[src/design/a2_card_pkg.sv]
// ~~~~~~~~~~~~~~~~~~~~~~~~~~~~~~~~~~~~~~~~~~~~~~~~~~~~~~~~~~~~
// Shared widths, counts and payload types of the Apple II
// card glue core. Modules take these by a wildcard import
// in their header.
// ~~~~~~~~~~~~~~~~~~~~~~~~~~~~~~~~~~~~~~~~~~~~~~~~~~~~~~~~~~~~
package a2_card_pkg;

    // One byte on the Apple data bus
    typedef logic [7:0] a2_byte_t;

    // Slot cards able to answer a read, index 0 wins
    // (serial, sprite, sound)
    localparam int NUM_CARDS = 3;

    // Memory port geometry
    localparam int MEM_ADDR_W = 21;
    localparam int MEM_DATA_W = 32;
    localparam int MEM_DQM_W  = 4;

    // One memory request, 58 bits
    typedef struct packed {
        logic [MEM_ADDR_W-1:0] addr;
        logic [MEM_DATA_W-1:0] wdata;
        logic [MEM_DQM_W-1:0]  dqm;
        logic                  we;
    } mem_req_t;

    // One pixel of the final video stream
    typedef struct packed {
        logic [7:0] r;
        logic [7:0] g;
        logic [7:0] b;
    } rgb_t;

    localparam int SCREEN_Y_W = 10;

endpackage

[src/design/a2_bus_sync.sv]
// ~~~~~~~~~~~~~~~~~~~~~~~~~~~~~~~~~~~~~~~~~~~~~~~~~~~~~~~~~~~~
// Brings the asynchronous Apple bus clocks and reset into the
// logic clock domain. Each bus clock gets a two-stage
// synchronizer, a denoise filter and edge pulses that line up
// with the change of the clean level.
// ~~~~~~~~~~~~~~~~~~~~~~~~~~~~~~~~~~~~~~~~~~~~~~~~~~~~~~~~~~~~
`timescale 1ns/1ps

module a2_bus_sync #(
    parameter int DENOISE_LEN = 3
) (
    input  logic clk_logic_w,
    input  logic rst_i,
    input  logic a2_reset_n_i,
    input  logic a2_phi1_i,
    input  logic a2_7m_i,
    output logic system_reset_o,
    output logic phi1_o,
    output logic phi0_o,
    output logic phi1_posedge_o,
    output logic phi1_negedge_o,
    output logic clk_2m_posedge_o,
    output logic clk_7m_o,
    output logic clk_14m_posedge_o
);

    localparam int CNT_W = $clog2(DENOISE_LEN + 1);

    logic [1:0] a2_reset_sync_q;
    wire  [1:0] raw_w = {a2_7m_i, a2_phi1_i};
    wire  [1:0] level_w;
    wire  [1:0] rise_w;
    wire  [1:0] fall_w;

    // Apple reset, two flops
    always_ff @(posedge clk_logic_w) begin
        a2_reset_sync_q <= {a2_reset_sync_q[0], a2_reset_n_i};
    end

    assign system_reset_o = rst_i | ~a2_reset_sync_q[1];

    // Channel 0 is phi1, channel 1 is 7M
    for (genvar ch = 0; ch < 2; ch++) begin : g_denoise
        logic             sync1_q;
        logic             sync2_q;
        logic             level_q;
        logic             rise_q;
        logic             fall_q;
        logic [CNT_W-1:0] cnt_q;

        always_ff @(posedge clk_logic_w) begin
            if (rst_i) begin
                sync1_q <= 1'b0;
                sync2_q <= 1'b0;
                level_q <= 1'b0;
                rise_q  <= 1'b0;
                fall_q  <= 1'b0;
                cnt_q   <= '0;
            end else begin
                sync1_q <= raw_w[ch];
                sync2_q <= sync1_q;
                rise_q  <= 1'b0;
                fall_q  <= 1'b0;
                if (sync2_q == level_q) begin
                    cnt_q <= '0;
                end else if (cnt_q == CNT_W'(DENOISE_LEN - 1)) begin
                    // Enough equal samples, accept the new level
                    cnt_q   <= '0;
                    level_q <= sync2_q;
                    rise_q  <= sync2_q;
                    fall_q  <= ~sync2_q;
                end else begin
                    cnt_q <= cnt_q + 1'b1;
                end
            end
        end

        assign level_w[ch] = level_q;
        assign rise_w[ch]  = rise_q;
        assign fall_w[ch]  = fall_q;

        // Posedge and negedge pulses of one channel lie DENOISE_LEN cycles apart
        for (genvar d = 1; d < DENOISE_LEN; d++) begin : g_gap
            a_edge_gap: assert property (@(posedge clk_logic_w) disable iff (rst_i)
                (rise_q | fall_q) |-> !$past(rise_q | fall_q, d));
        end
    end

    assign phi1_o            = level_w[0];
    assign phi0_o            = ~level_w[0];
    assign phi1_posedge_o    = rise_w[0];
    assign phi1_negedge_o    = fall_w[0];
    assign clk_2m_posedge_o  = rise_w[0] | fall_w[0];
    assign clk_7m_o          = level_w[1];
    assign clk_14m_posedge_o = rise_w[1] | fall_w[1];

endmodule

[src/design/a2_card_core.sv]
// ~~~~~~~~~~~~~~~~~~~~~~~~~~~~~~~~~~~~~~~~~~~~~~~~~~~~~~~~~~~~
// Glue core of the Apple II card. Ties together bus clock and
// reset recovery, the card response merge, the memory port
// arbiter and the scanline dimmer. Instances only.
// ~~~~~~~~~~~~~~~~~~~~~~~~~~~~~~~~~~~~~~~~~~~~~~~~~~~~~~~~~~~~
`timescale 1ns/1ps

module a2_card_core
    import a2_card_pkg::*;
#(
    parameter int NUM_MEM_PORTS = 2,
    parameter int MEM_CREDITS   = 2,
    parameter int DENOISE_LEN   = 3
) (
    input  logic                               clk_logic_w,
    input  logic                               rst_i,
    // Apple bus
    input  logic                               a2_reset_n_i,
    input  logic                               a2_phi1_i,
    input  logic                               a2_7m_i,
    output logic                               system_reset_o,
    output logic                               phi1_o,
    output logic                               phi0_o,
    output logic                               phi1_posedge_o,
    output logic                               phi1_negedge_o,
    output logic                               clk_2m_posedge_o,
    output logic                               clk_7m_o,
    output logic                               clk_14m_posedge_o,
    // Slot cards
    input  logic     [NUM_CARDS-1:0]           card_rd_en_i,
    input  a2_byte_t [NUM_CARDS-1:0]           card_data_i,
    input  logic     [NUM_CARDS-1:0]           card_irq_n_i,
    input  a2_byte_t                           bus_data_i,
    output logic                               data_out_en_o,
    output a2_byte_t                           data_out_o,
    output logic                               irq_n_o,
    // Memory requesters, port 0 is video
    input  logic     [NUM_MEM_PORTS-1:0]       req_valid_i,
    input  mem_req_t [NUM_MEM_PORTS-1:0]       req_i,
    input  logic                               mem_credit_i,
    output logic     [NUM_MEM_PORTS-1:0]       grant_o,
    output logic                               mem_valid_o,
    output mem_req_t                           mem_req_o,
    // Video
    input  rgb_t                               rgb_i,
    input  logic     [SCREEN_Y_W-1:0]          screen_y_i,
    input  logic                               scanlines_en_i,
    output rgb_t                               rgb_o
);

    a2_bus_sync #(
        .DENOISE_LEN(DENOISE_LEN)
    ) u_bus_sync (
        .clk_logic_w      (clk_logic_w),
        .rst_i            (rst_i),
        .a2_reset_n_i     (a2_reset_n_i),
        .a2_phi1_i        (a2_phi1_i),
        .a2_7m_i          (a2_7m_i),
        .system_reset_o   (system_reset_o),
        .phi1_o           (phi1_o),
        .phi0_o           (phi0_o),
        .phi1_posedge_o   (phi1_posedge_o),
        .phi1_negedge_o   (phi1_negedge_o),
        .clk_2m_posedge_o (clk_2m_posedge_o),
        .clk_7m_o         (clk_7m_o),
        .clk_14m_posedge_o(clk_14m_posedge_o)
    );

    card_response_merge u_card_merge (
        .clk_logic_w  (clk_logic_w),
        .rst_i        (rst_i),
        .card_rd_en_i (card_rd_en_i),
        .card_data_i  (card_data_i),
        .card_irq_n_i (card_irq_n_i),
        .bus_data_i   (bus_data_i),
        .data_out_en_o(data_out_en_o),
        .data_out_o   (data_out_o),
        .irq_n_o      (irq_n_o)
    );

    mem_port_arbiter #(
        .NUM_MEM_PORTS(NUM_MEM_PORTS),
        .MEM_CREDITS  (MEM_CREDITS)
    ) u_mem_arb (
        .clk_logic_w (clk_logic_w),
        .rst_i       (rst_i),
        .req_valid_i (req_valid_i),
        .req_i       (req_i),
        .mem_credit_i(mem_credit_i),
        .grant_o     (grant_o),
        .mem_valid_o (mem_valid_o),
        .mem_req_o   (mem_req_o)
    );

    scanline_dimmer u_dimmer (
        .clk_logic_w   (clk_logic_w),
        .rst_i         (rst_i),
        .rgb_i         (rgb_i),
        .screen_y_i    (screen_y_i),
        .scanlines_en_i(scanlines_en_i),
        .rgb_o         (rgb_o)
    );

endmodule

[src/design/card_response_merge.sv]
// ~~~~~~~~~~~~~~~~~~~~~~~~~~~~~~~~~~~~~~~~~~~~~~~~~~~~~~~~~~~~
// Decides which slot card drives the Apple data bus and merges
// the open-drain card interrupts. Outputs are registered, one
// cycle after the card inputs.
// ~~~~~~~~~~~~~~~~~~~~~~~~~~~~~~~~~~~~~~~~~~~~~~~~~~~~~~~~~~~~
`timescale 1ns/1ps

module card_response_merge
    import a2_card_pkg::*;
(
    input  logic                           clk_logic_w,
    input  logic                           rst_i,
    input  logic     [NUM_CARDS-1:0]       card_rd_en_i,
    input  a2_byte_t [NUM_CARDS-1:0]       card_data_i,
    input  logic     [NUM_CARDS-1:0]       card_irq_n_i,
    input  a2_byte_t                       bus_data_i,
    output logic                           data_out_en_o,
    output a2_byte_t                       data_out_o,
    output logic                           irq_n_o
);

    logic     any_rd_w;
    a2_byte_t card_sel_w;

    prio_select #(
        .payload_t(a2_byte_t),
        .N        (NUM_CARDS)
    ) u_card_sel (
        .valid_i  (card_rd_en_i),
        .payload_i(card_data_i),
        .any_o    (any_rd_w),
        .index_o  (),
        .payload_o(card_sel_w)
    );

    always_ff @(posedge clk_logic_w) begin
        if (rst_i) begin
            data_out_en_o <= 1'b0;
            irq_n_o       <= 1'b1;
        end else begin
            data_out_en_o <= any_rd_w;
            irq_n_o       <= &card_irq_n_i;   // wired-AND
        end
    end

    // No reader, echo what the bus carries
    always_ff @(posedge clk_logic_w) begin
        data_out_o <= any_rd_w ? card_sel_w : bus_data_i;
    end

endmodule

[src/design/mem_port_arbiter.sv]
// ~~~~~~~~~~~~~~~~~~~~~~~~~~~~~~~~~~~~~~~~~~~~~~~~~~~~~~~~~~~~
// Arbitrates memory requesters onto a single memory port.
// Lower port number wins. Requests go out only while the
// memory has credit left; each mem_credit_i pulse returns one.
// Grant and issue happen at the same clock edge.
// ~~~~~~~~~~~~~~~~~~~~~~~~~~~~~~~~~~~~~~~~~~~~~~~~~~~~~~~~~~~~
`timescale 1ns/1ps

module mem_port_arbiter
    import a2_card_pkg::*;
#(
    parameter int NUM_MEM_PORTS = 2,
    parameter int MEM_CREDITS   = 2
) (
    input  logic                               clk_logic_w,
    input  logic                               rst_i,
    input  logic     [NUM_MEM_PORTS-1:0]       req_valid_i,
    input  mem_req_t [NUM_MEM_PORTS-1:0]       req_i,
    input  logic                               mem_credit_i,
    output logic     [NUM_MEM_PORTS-1:0]       grant_o,
    output logic                               mem_valid_o,
    output mem_req_t                           mem_req_o
);

    localparam int CRED_W = $clog2(MEM_CREDITS + 1);
    localparam int IDX_W  = $clog2((NUM_MEM_PORTS > 1) ? NUM_MEM_PORTS : 2);

    logic [CRED_W-1:0]        credit_q;
    logic [NUM_MEM_PORTS-1:0] pending_w;
    logic [NUM_MEM_PORTS-1:0] grant_d;
    logic                     any_w;
    logic [IDX_W-1:0]         win_idx_w;
    mem_req_t                 win_req_w;
    logic                     issue_w;

    // A port granted last edge still shows its old request
    assign pending_w = req_valid_i & ~grant_o;

    prio_select #(
        .payload_t(mem_req_t),
        .N        (NUM_MEM_PORTS)
    ) u_req_sel (
        .valid_i  (pending_w),
        .payload_i(req_i),
        .any_o    (any_w),
        .index_o  (win_idx_w),
        .payload_o(win_req_w)
    );

    assign issue_w = any_w && (credit_q != '0);

    always_comb begin
        grant_d = '0;
        if (issue_w) begin
            grant_d[win_idx_w] = 1'b1;
        end
    end

    always_ff @(posedge clk_logic_w) begin
        if (rst_i) begin
            credit_q    <= CRED_W'(MEM_CREDITS);
            grant_o     <= '0;
            mem_valid_o <= 1'b0;
        end else begin
            grant_o     <= grant_d;
            mem_valid_o <= issue_w;
            // Issue and return together cancel out
            if (issue_w && !mem_credit_i) begin
                credit_q <= credit_q - 1'b1;
            end else if (!issue_w && mem_credit_i) begin
                credit_q <= credit_q + 1'b1;
            end
        end
    end

    always_ff @(posedge clk_logic_w) begin
        if (issue_w) begin
            mem_req_o <= win_req_w;
        end
    end

    a_grant_onehot: assert property (@(posedge clk_logic_w) disable iff (rst_i)
        $onehot0(grant_o) && (mem_valid_o == (grant_o != '0)));

    a_credit_max: assert property (@(posedge clk_logic_w) disable iff (rst_i)
        credit_q <= CRED_W'(MEM_CREDITS));

    // An issue never spends credit that was not there
    a_credit_floor: assert property (@(posedge clk_logic_w) disable iff (rst_i)
        mem_valid_o |-> $past(credit_q) != '0);

endmodule

[src/design/prio_select.sv]
// ~~~~~~~~~~~~~~~~~~~~~~~~~~~~~~~~~~~~~~~~~~~~~~~~~~~~~~~~~~~~
// Fixed-priority selector. Finds the lowest set valid bit and
// forwards that entry's payload, purely combinational. Used for
// card read data and for memory requests.
// ~~~~~~~~~~~~~~~~~~~~~~~~~~~~~~~~~~~~~~~~~~~~~~~~~~~~~~~~~~~~
`timescale 1ns/1ps

module prio_select #(
    parameter type payload_t = logic [7:0],
    parameter int  N         = 2
) (
    input  logic     [N-1:0]                       valid_i,
    input  payload_t [N-1:0]                       payload_i,
    output logic                                   any_o,
    output logic     [$clog2((N > 1) ? N : 2)-1:0] index_o,
    output payload_t                               payload_o
);

    localparam int IDX_W = $clog2((N > 1) ? N : 2);

    // Walk down so the lowest index is written last
    always_comb begin
        any_o     = 1'b0;
        index_o   = '0;
        payload_o = payload_i[0];
        for (int i = N - 1; i >= 0; i--) begin
            if (valid_i[i]) begin
                any_o     = 1'b1;
                index_o   = IDX_W'(i);
                payload_o = payload_i[i];
            end
        end
    end

endmodule

[src/design/scanline_dimmer.sv]
// ~~~~~~~~~~~~~~~~~~~~~~~~~~~~~~~~~~~~~~~~~~~~~~~~~~~~~~~~~~~~
// Scanline effect on the final RGB stream. Odd screen lines
// are shown at half intensity while enabled. One cycle delay.
// ~~~~~~~~~~~~~~~~~~~~~~~~~~~~~~~~~~~~~~~~~~~~~~~~~~~~~~~~~~~~
`timescale 1ns/1ps

module scanline_dimmer
    import a2_card_pkg::*;
(
    input  logic                  clk_logic_w,
    input  logic                  rst_i,
    input  rgb_t                  rgb_i,
    input  logic [SCREEN_Y_W-1:0] screen_y_i,
    input  logic                  scanlines_en_i,
    output rgb_t                  rgb_o
);

    wire dim_w = scanlines_en_i & screen_y_i[0];

    always_ff @(posedge clk_logic_w) begin
        if (rst_i) begin
            rgb_o <= '0;
        end else begin
            rgb_o.r <= dim_w ? (rgb_i.r >> 1) : rgb_i.r;
            rgb_o.g <= dim_w ? (rgb_i.g >> 1) : rgb_i.g;
            rgb_o.b <= dim_w ? (rgb_i.b >> 1) : rgb_i.b;
        end
    end

endmodule

[config.mk]
export PLATFORM = sky130hd
export DESIGN_NAME = a2_card_core
export DESIGN_NICKNAME = d
export VERILOG_FILES = /design/src/design/a2_card_pkg.sv /design/src/design/a2_bus_sync.sv /design/src/design/a2_card_core.sv /design/src/design/card_response_merge.sv /design/src/design/mem_port_arbiter.sv /design/src/design/prio_select.sv /design/src/design/scanline_dimmer.sv
export SDC_FILE = /design/constraint.sdc
export NUM_CORES = 1
export LEC_CHECK = 0
export ABC_AREA = 0
export BUFFER_PORTS_ARGS = -buffer_cell sky130_fd_sc_hd__buf_2
export CELL_PAD_IN_SITES_DETAIL_PLACEMENT = 1
export CELL_PAD_IN_SITES_GLOBAL_PLACEMENT = 2
export CORE_UTILIZATION = 27
export DETAILED_ROUTE_END_ITERATION = 8
export GPL_TIMING_DRIVEN = 0
export HOLD_SLACK_MARGIN = 0.1
export PLACE_DENSITY_LB_ADDON = 0.1
export SLEW_MARGIN = 25
export SYNTH_ARGS = -nofsm -noshare
export SYNTH_HDL_FRONTEND = slang
export SYNTH_SLANG_ARGS = --single-unit
[constraint.sdc]
create_clock -name clk_logic_w -period 5.8 [get_ports clk_logic_w]
set_clock_uncertainty 0.05 [all_clocks]
set_input_delay 1.16 -clock clk_logic_w [delete_from_list [all_inputs] [get_ports clk_logic_w]]
set_output_delay 1.16 -clock clk_logic_w [all_outputs]
set_load 0.01 [all_outputs]
== Yosys cells after proc, flatten, opt, wreduce, memory -nomap -nowiden ==
Cells that the tools add are included.

* $add $sub $neg: 4
* $lt $le $gt $ge: 2
* Eq/ne operators: 4
* Multiplexer cells: 19
* Bitwise operators: 15
* Reduce and logical (&&, ||, !) cells: 17

{| class="wikitable"
|+ Operator list
! operator !! number
|-
| 58-bit 2-to-1 mux || 2
|-
| 8-bit 2-to-1 mux || 4
|-
| 7-bit 2-to-1 mux || 3
|-
| 3-bit OR reduction || 4
|-
| 1-bit inverter || 9
|-
| 1-bit 2-to-1 mux || 7
|-
| 2-bit by 1-bit adder with 2-bit output (second input constant) || 3
|-
| 2-bit == test (second input constant) || 2
|-
| 1-bit logical AND || 4
|-
| 2-bit 2-to-1 mux || 2
|-
| 2-bit AND reduction || 2
|-
| 2-bit nonzero test || 2
|-
| 2-bit OR reduction || 2
|-
| 1-bit bitwise OR || 3
|-
| 3-bit AND reduction || 1
|-
| 2-bit bitwise AND || 1
|-
| 1-bit == test || 2
|-
| 1-bit logical NOT || 2
|-
| 1-bit by 2-bit less-than comparator with 1-bit output (second input constant) || 1
|-
| 2-bit inverter || 1
|-
| 2-bit by 1-bit subtractor with 2-bit output (second input constant) || 1
|-
| 1-bit bitwise AND || 1
|-
| 1-bit demux with 1-bit select || 1
|-
| 1-bit greater-or-equal comparator (second input constant) || 1
|}

* Register bits: 113
* Bits of input ports: 197
* Output and inout port bits: 103
* Word-level logic and storage cells: 90

== Logic depth before layout (Yosys ltp) ==
* Word-level depth: 9
* Mapped depth: 7
* Gate-level depth less buffers: 7

== Cells and area by module ==
From an unflattened synthesis, not the netlist that was laid out.

* Cell total of the unflattened synthesis: 324
* Area total of the unflattened synthesis: 4749.6 µm²

{| class="wikitable"
|+ Modules (own cells, without submodules)
! module !! times used !! cells each !! area an instance (µm²) !! sequential area each (µm²)
|-
| mem_port_arbiter || 1 || 78 || 1934.4 || 1841.8
|-
| scanline_dimmer || 1 || 78 || 918.4 || 480.5
|-
| prio_select at u_mem_arb.u_req_sel || 1 || 67 || 764.5 || 0.0
|-
| a2_bus_sync || 1 || 43 || 561.8 || 320.3
|-
| card_response_merge || 1 || 21 || 346.6 || 200.2
|-
| prio_select at u_card_merge.u_card_sel || 1 || 37 || 224.0 || 0.0
|}

== Least setup slack after synthesis ==
No wires, ideal clock.

* Path kind: input-to-reg
* Start: in req_valid_i[0]
* End: reg u_mem_arb.credit_q[1]
* Library setup time: 127 ps
* Arrival time: 3543 ps
* Data required time: 5623 ps
* Slack: 2080 ps
* Stages: 6
* Buffers on the path: 0
* Cell sequence: nor2b_4 > o22ai_1 > inv_1 > ha_1 > o21ai_0 > or3b_1

* Cells in the longest elaborated chain, start to end: 6
* Elaborated cells on any way between the ends: 8
* Classes of those cells: mux: 2; bitwise: 1; reduce/logical: 5

{| class="wikitable"
|+ Ends and longest elaborated chain
! item !! RTL line !! source
|-
| start, declared || a2_card_core.sv:38 || <nowiki>input logic [NUM_MEM_PORTS-1:0] req_valid_i,</nowiki>
|-
| 2-bit bitwise AND * || mem_port_arbiter.sv:37 || <nowiki>assign pending_w = req_valid_i & ~grant_o;</nowiki>
|-
| 1-bit 2-to-1 mux * || prio_select.sv:27 || <nowiki>if (valid_i[i]) begin</nowiki>
|-
| 1-bit logical AND * || mem_port_arbiter.sv:50 || <nowiki>assign issue_w = any_w && (credit_q != '0);</nowiki>
|-
| named net u_mem_arb.issue_w || mem_port_arbiter.sv:34 || <nowiki>logic issue_w;</nowiki>
|-
| 1-bit logical NOT || mem_port_arbiter.sv:70 || <nowiki>end else if (!issue_w && mem_credit_i) begin</nowiki>
|-
| 1-bit logical AND || mem_port_arbiter.sv:70 ||
|-
| 2-bit nonzero test (no source line) || n/a ||
|-
| end signal, assigned || mem_port_arbiter.sv:61 || <nowiki>credit_q <= CRED_W'(MEM_CREDITS);</nowiki>
|-
| end signal, assigned || mem_port_arbiter.sv:69 || <nowiki>credit_q <= credit_q - 1'b1;</nowiki>
|-
| end signal, assigned || mem_port_arbiter.sv:71 || <nowiki>credit_q <= credit_q + 1'b1;</nowiki>
|-
| end, declared || mem_port_arbiter.sv:28 || <nowiki>logic [CRED_W-1:0] credit_q;</nowiki>
|}

The timed path passes the listed nets; every way through them passes the cells marked *.
A chain may end at the register's enable or synchronous reset.

== Final worst setup path ==
* Start: in rst_i
* End: out system_reset_o

* Cells in the longest elaborated chain, start to end: 1

{| class="wikitable"
|+ Ends and longest elaborated chain
! item !! RTL line !! source
|-
| start, declared || a2_card_core.sv:16 || <nowiki>input logic rst_i,</nowiki>
|-
| 1-bit bitwise OR || a2_bus_sync.sv:40 || <nowiki>assign system_reset_o = rst_i | ~a2_reset_sync_q[1];</nowiki>
|-
| end, declared || a2_card_core.sv:21 || <nowiki>output logic system_reset_o,</nowiki>
|}

Every way passes these cells.

==> summary.txt <==
Worst setup path
  – Critical path, cell by cell: buf_2 -> buf_2 -> nand2b_1 -> buf_2
  – End point of the critical path: system_reset_o
  – Critical Path Max Stage Delay: 0.25 ns
  – R2R Path End: u_mem_arb.credit_q[1]$_SDFFE_PP1P_
  – Critical path startpoint category: input port
  – R2R Path Start: u_mem_arb.grant_o[0]$_SDFF_PP0_
  – Internal reg-to-reg setup slack: 3.76 ns
  – Required arrival time at the worst endpoint: 4.59 ns
  – Critical path type: in -> out
  – Data arrival time of the critical path: 1.84 ns
  – Logic depth of the worst register-to-register path: 6
  – Worst setup startpoint: rst_i
  – Most frequent cell on the critical path: sky130_fd_sc_hd__buf_2
  – Highest fanout seen on the critical path: 10
  – Category of the worst setup path capture point: primary output
  – Slowest-stage cell, CP: sky130_fd_sc_hd__buf_2

Floorplan
  – Total I/O pin count: 300
  – Floorplan die area: 0.0182 mm²
  – Horizontal die dimension: 135 µm
  – Area inside the core boundary: 0.0173 mm²
  – Y dimension of the die: 135 µm
  – Core Rows: 48
  – Initial core utilization: 27.6%

Clock network
  – Post-CTS setup buffers: 0
  – CTS H-tree depth: 4
  – Buffer cell driving the clock tree root: sky130_fd_sc_hd__clkbuf_16
  – Insertion delay to the later sink of the worst-skew pair: 0.41 ns
  – Reg clk slew, reported paths: 0.05 ns
  – Hold-fix buffer count after cts: 0
  – Count of instances resized after the clock tree is built: 0
  – Number of buffers between clock root and the deepest sink: 2
  – Inserted Clock Buffers: 17
  – Number of sinks handled by clock tree synthesis: 113
  – Clock tree from TritonCTS: built

Layout
  – Final core utilization: 41.0%
  – Area of the multi-input gates: 0.00172 mm²
  – Share of layout cells above drive strength 1: 61.4%
  – Net total in the final layout: 845
  – Synthesis-to-finish area growth: 48.7%
  – Final non-filler cell area: 0.00710 mm²
  – Commonest cells after routing, fill and taps aside: sky130_fd_sc_hd__buf_2, sky130_fd_sc_hd__mux2_4, sky130_fd_sc_hd__edfxtp_1, sky130_fd_sc_hd__dfxtp_1, sky130_fd_sc_hd__nand2_1
  – Most common library cell in the layout ignoring fill and taps: sky130_fd_sc_hd__buf_2
  – Filler instances: 1950
  – Antenna Cells: 0
  – Area taken by flip-flops and latches: 0.00284 mm²

Global routing
  – GRT Overall Usage: 15.3%
  – Residual overflow from global routing: 0
  – Wire length of the first global-routing pass: 20600 µm
  – Number of antenna violations at the first check in global routing: 1
  – Via count of the first global-routing pass: 4005
  – Pin count of the biggest net entering global routing: 52

Placement
  – # port buffers: 288
  – Post-detailed-placement half-perimeter wirelength: 10800 µm
  – Final RePlAce weighted congestion: 0.714
  – DP Worst Slack: 2.74 ns
  – Post-placement cell area: 0.00653 mm²

Yosys
  – Fraction of synthesis flops using an asynchronous set or reset pin: 0%
  – Cell count after synthesis: 337
  – Post-Syn Nets: 537
  – Number of unique standard cell types used by synthesis: 29
  – Mean cell area of the mapped netlist: 14.2 µm²
  – Warning count from the yosys run: 0
  – Number of synthesized register bits: 113
  – Top flip-flop cell by instance count after synthesis: sky130_fd_sc_hd__edfxtp_1
  – Register area share after synthesis: 59.5%
  – Post-Syn Area: 0.00477 mm²
  – EDFF count, synth: 58

Drt
  – Initial drt markers: 118
  – DRC: 0
  – Via-to-Cell Ratio: 4.27
  – Remaining antenna violation count after routing: 0
  – Iteration count of the initial detailed-routing pass: 4
  – Wire per inst: 15.8 µm
  – Final routed wirelength across all metal layers: 14000 µm
  – Vias after detailed routing: 3772

Timing
  – Worst Slack Setup Final: 2.75 ns
  – Post-route worst hold slack: 0.276 ns
  – RSZ-0062 raised after global routing: false
  – Post-route fraction of the period consumed by the critical path: 52.6%
  – Fin. max-slew vios: 0
  – Final Hold Vio Count: 0
  – Setup tns final: 0 ns
  – Final min period: 3.05 ns
  – Slew margin rel.: 66.1%
  – Endpoints failing setup: 0
  – Transition at the pin with the smallest max-transition slack: 0.509 ns
  – Fmax: 0.328 GHz

Power and ir drop
  – Leakage Power: 3.39 nW
  – Max VDD drop: 0.211 mV
  – Areal power density over the cells: 362 mW/mm²

Hold path
  – Min-delay worst type: reg -> reg

Flow run
  – Max-cap violations: 0

Status
  – Run status: finished, final reports clean
## worst min path at each step
stage / from / endpoint / slack (ns) / cells past startpoint
after CTS: u_bus_sync.a2_reset_sync_q[0]$_DFF_P_ / u_bus_sync.a2_reset_sync_q[1]$_DFF_P_ / 0.28 / 0
after detailed placement: u_bus_sync.a2_reset_sync_q[0]$_DFF_P_ / u_bus_sync.a2_reset_sync_q[1]$_DFF_P_ / 0.26 / 0
after floorplan: u_bus_sync.a2_reset_sync_q[0]$_DFF_P_ / u_bus_sync.a2_reset_sync_q[1]$_DFF_P_ / 0.26 / 0
final: u_bus_sync.a2_reset_sync_q[0]$_DFF_P_ / u_bus_sync.a2_reset_sync_q[1]$_DFF_P_ / 0.28 / 0
after global placement: u_bus_sync.a2_reset_sync_q[0]$_DFF_P_ / u_bus_sync.a2_reset_sync_q[1]$_DFF_P_ / 0.26 / 0
after global routing: u_bus_sync.a2_reset_sync_q[0]$_DFF_P_ / u_bus_sync.a2_reset_sync_q[1]$_DFF_P_ / 0.28 / 0
## per-layer routing
layer	share of wire, %	GRT usage [%]
met3	9.2	5.74
met1	38	16.1
met4	1.8	6.68
met2	51	27.0
met5	0.071	0
## sequential cells by signal, indices dropped and copies added (netlist names), 2 cells and up
name,flops
u_bus_sync.a2_reset_sync_q,2
u_bus_sync.g_denoise.cnt_q,4
u_bus_sync.g_denoise.sync1_q,2
u_bus_sync.g_denoise.sync2_q,2
u_card_merge.data_out_o,8
u_dimmer.rgb_o,24
u_mem_arb.credit_q,2
u_mem_arb.grant_o,2
u_mem_arb.mem_req_o,58
## area by class of cell
class / instances / share of cell area (%)
Buffer: 19 / 2.71
Clock buffer: 24 / 7.40
Clock inverter: 8 / 0.652
Inverter: 5 / 0.300
Multi-Input combinational cell: 200 / 24.2
Sequential cell: 113 / 40.0
Tap cell: 225 / 3.97
Timing Repair Buffer: 289 / 20.7
## worst max-delay path: cells and delay by family
family	cells	cell delay, ns
and+or+nand+nor	1	0.13
buffers and inverters	3	0.55
## power breakdown
group	leakage, nW	switching, mW	total, mW	internal (mW)
Clock	0.282	0.364	0.994	0.630
Sequential	1.03	0.0337	1.04	1.01
Combinational	2.08	0.270	0.530	0.260
Total	3.39	0.668	2.57	1.90
## cells by family after synthesis
family,synth area share [%]
buffers and inverters,4.43
adders and majority gates,0.786
xor gates and xnor gates,0.734
muxes,22.2
and+or+nand+nor,8.83
AOI/OAI and AO/OA,3.46
DFF,59.5
## Yosys cell counts (4+ instances only)
cell type / instances / share of area (%)
sky130_fd_sc_hd__a21oi_1: 21 / 2.2
sky130_fd_sc_hd__buf_12: 7 / 2.9
sky130_fd_sc_hd__buf_2: 6 / 0.63
sky130_fd_sc_hd__clkbuf_1: 6 / 0.47
sky130_fd_sc_hd__dfxtp_1: 55 / 23
sky130_fd_sc_hd__edfxtp_1: 58 / 36
sky130_fd_sc_hd__inv_1: 5 / 0.39
sky130_fd_sc_hd__mux2_2: 8 / 1.9
sky130_fd_sc_hd__mux2_4: 58 / 18
sky130_fd_sc_hd__mux2i_1: 10 / 2.1
sky130_fd_sc_hd__nand2_1: 51 / 4.0
sky130_fd_sc_hd__nor2_1: 9 / 0.71
sky130_fd_sc_hd__nor2b_1: 4 / 0.52
sky130_fd_sc_hd__nor3b_1: 4 / 0.63
sky130_fd_sc_hd__o21ai_0: 9 / 0.94
## stage by stage
stage / power (mW) / std cells
after floorplan: 1.36 / 337
after global placement: 1.58 / 850
after detailed placement: 1.60 / 851
after CTS: 2.61 / 883
after global routing: 2.69 / 883
final: 2.57 / 883
Power figures use the tool's default switching activity.
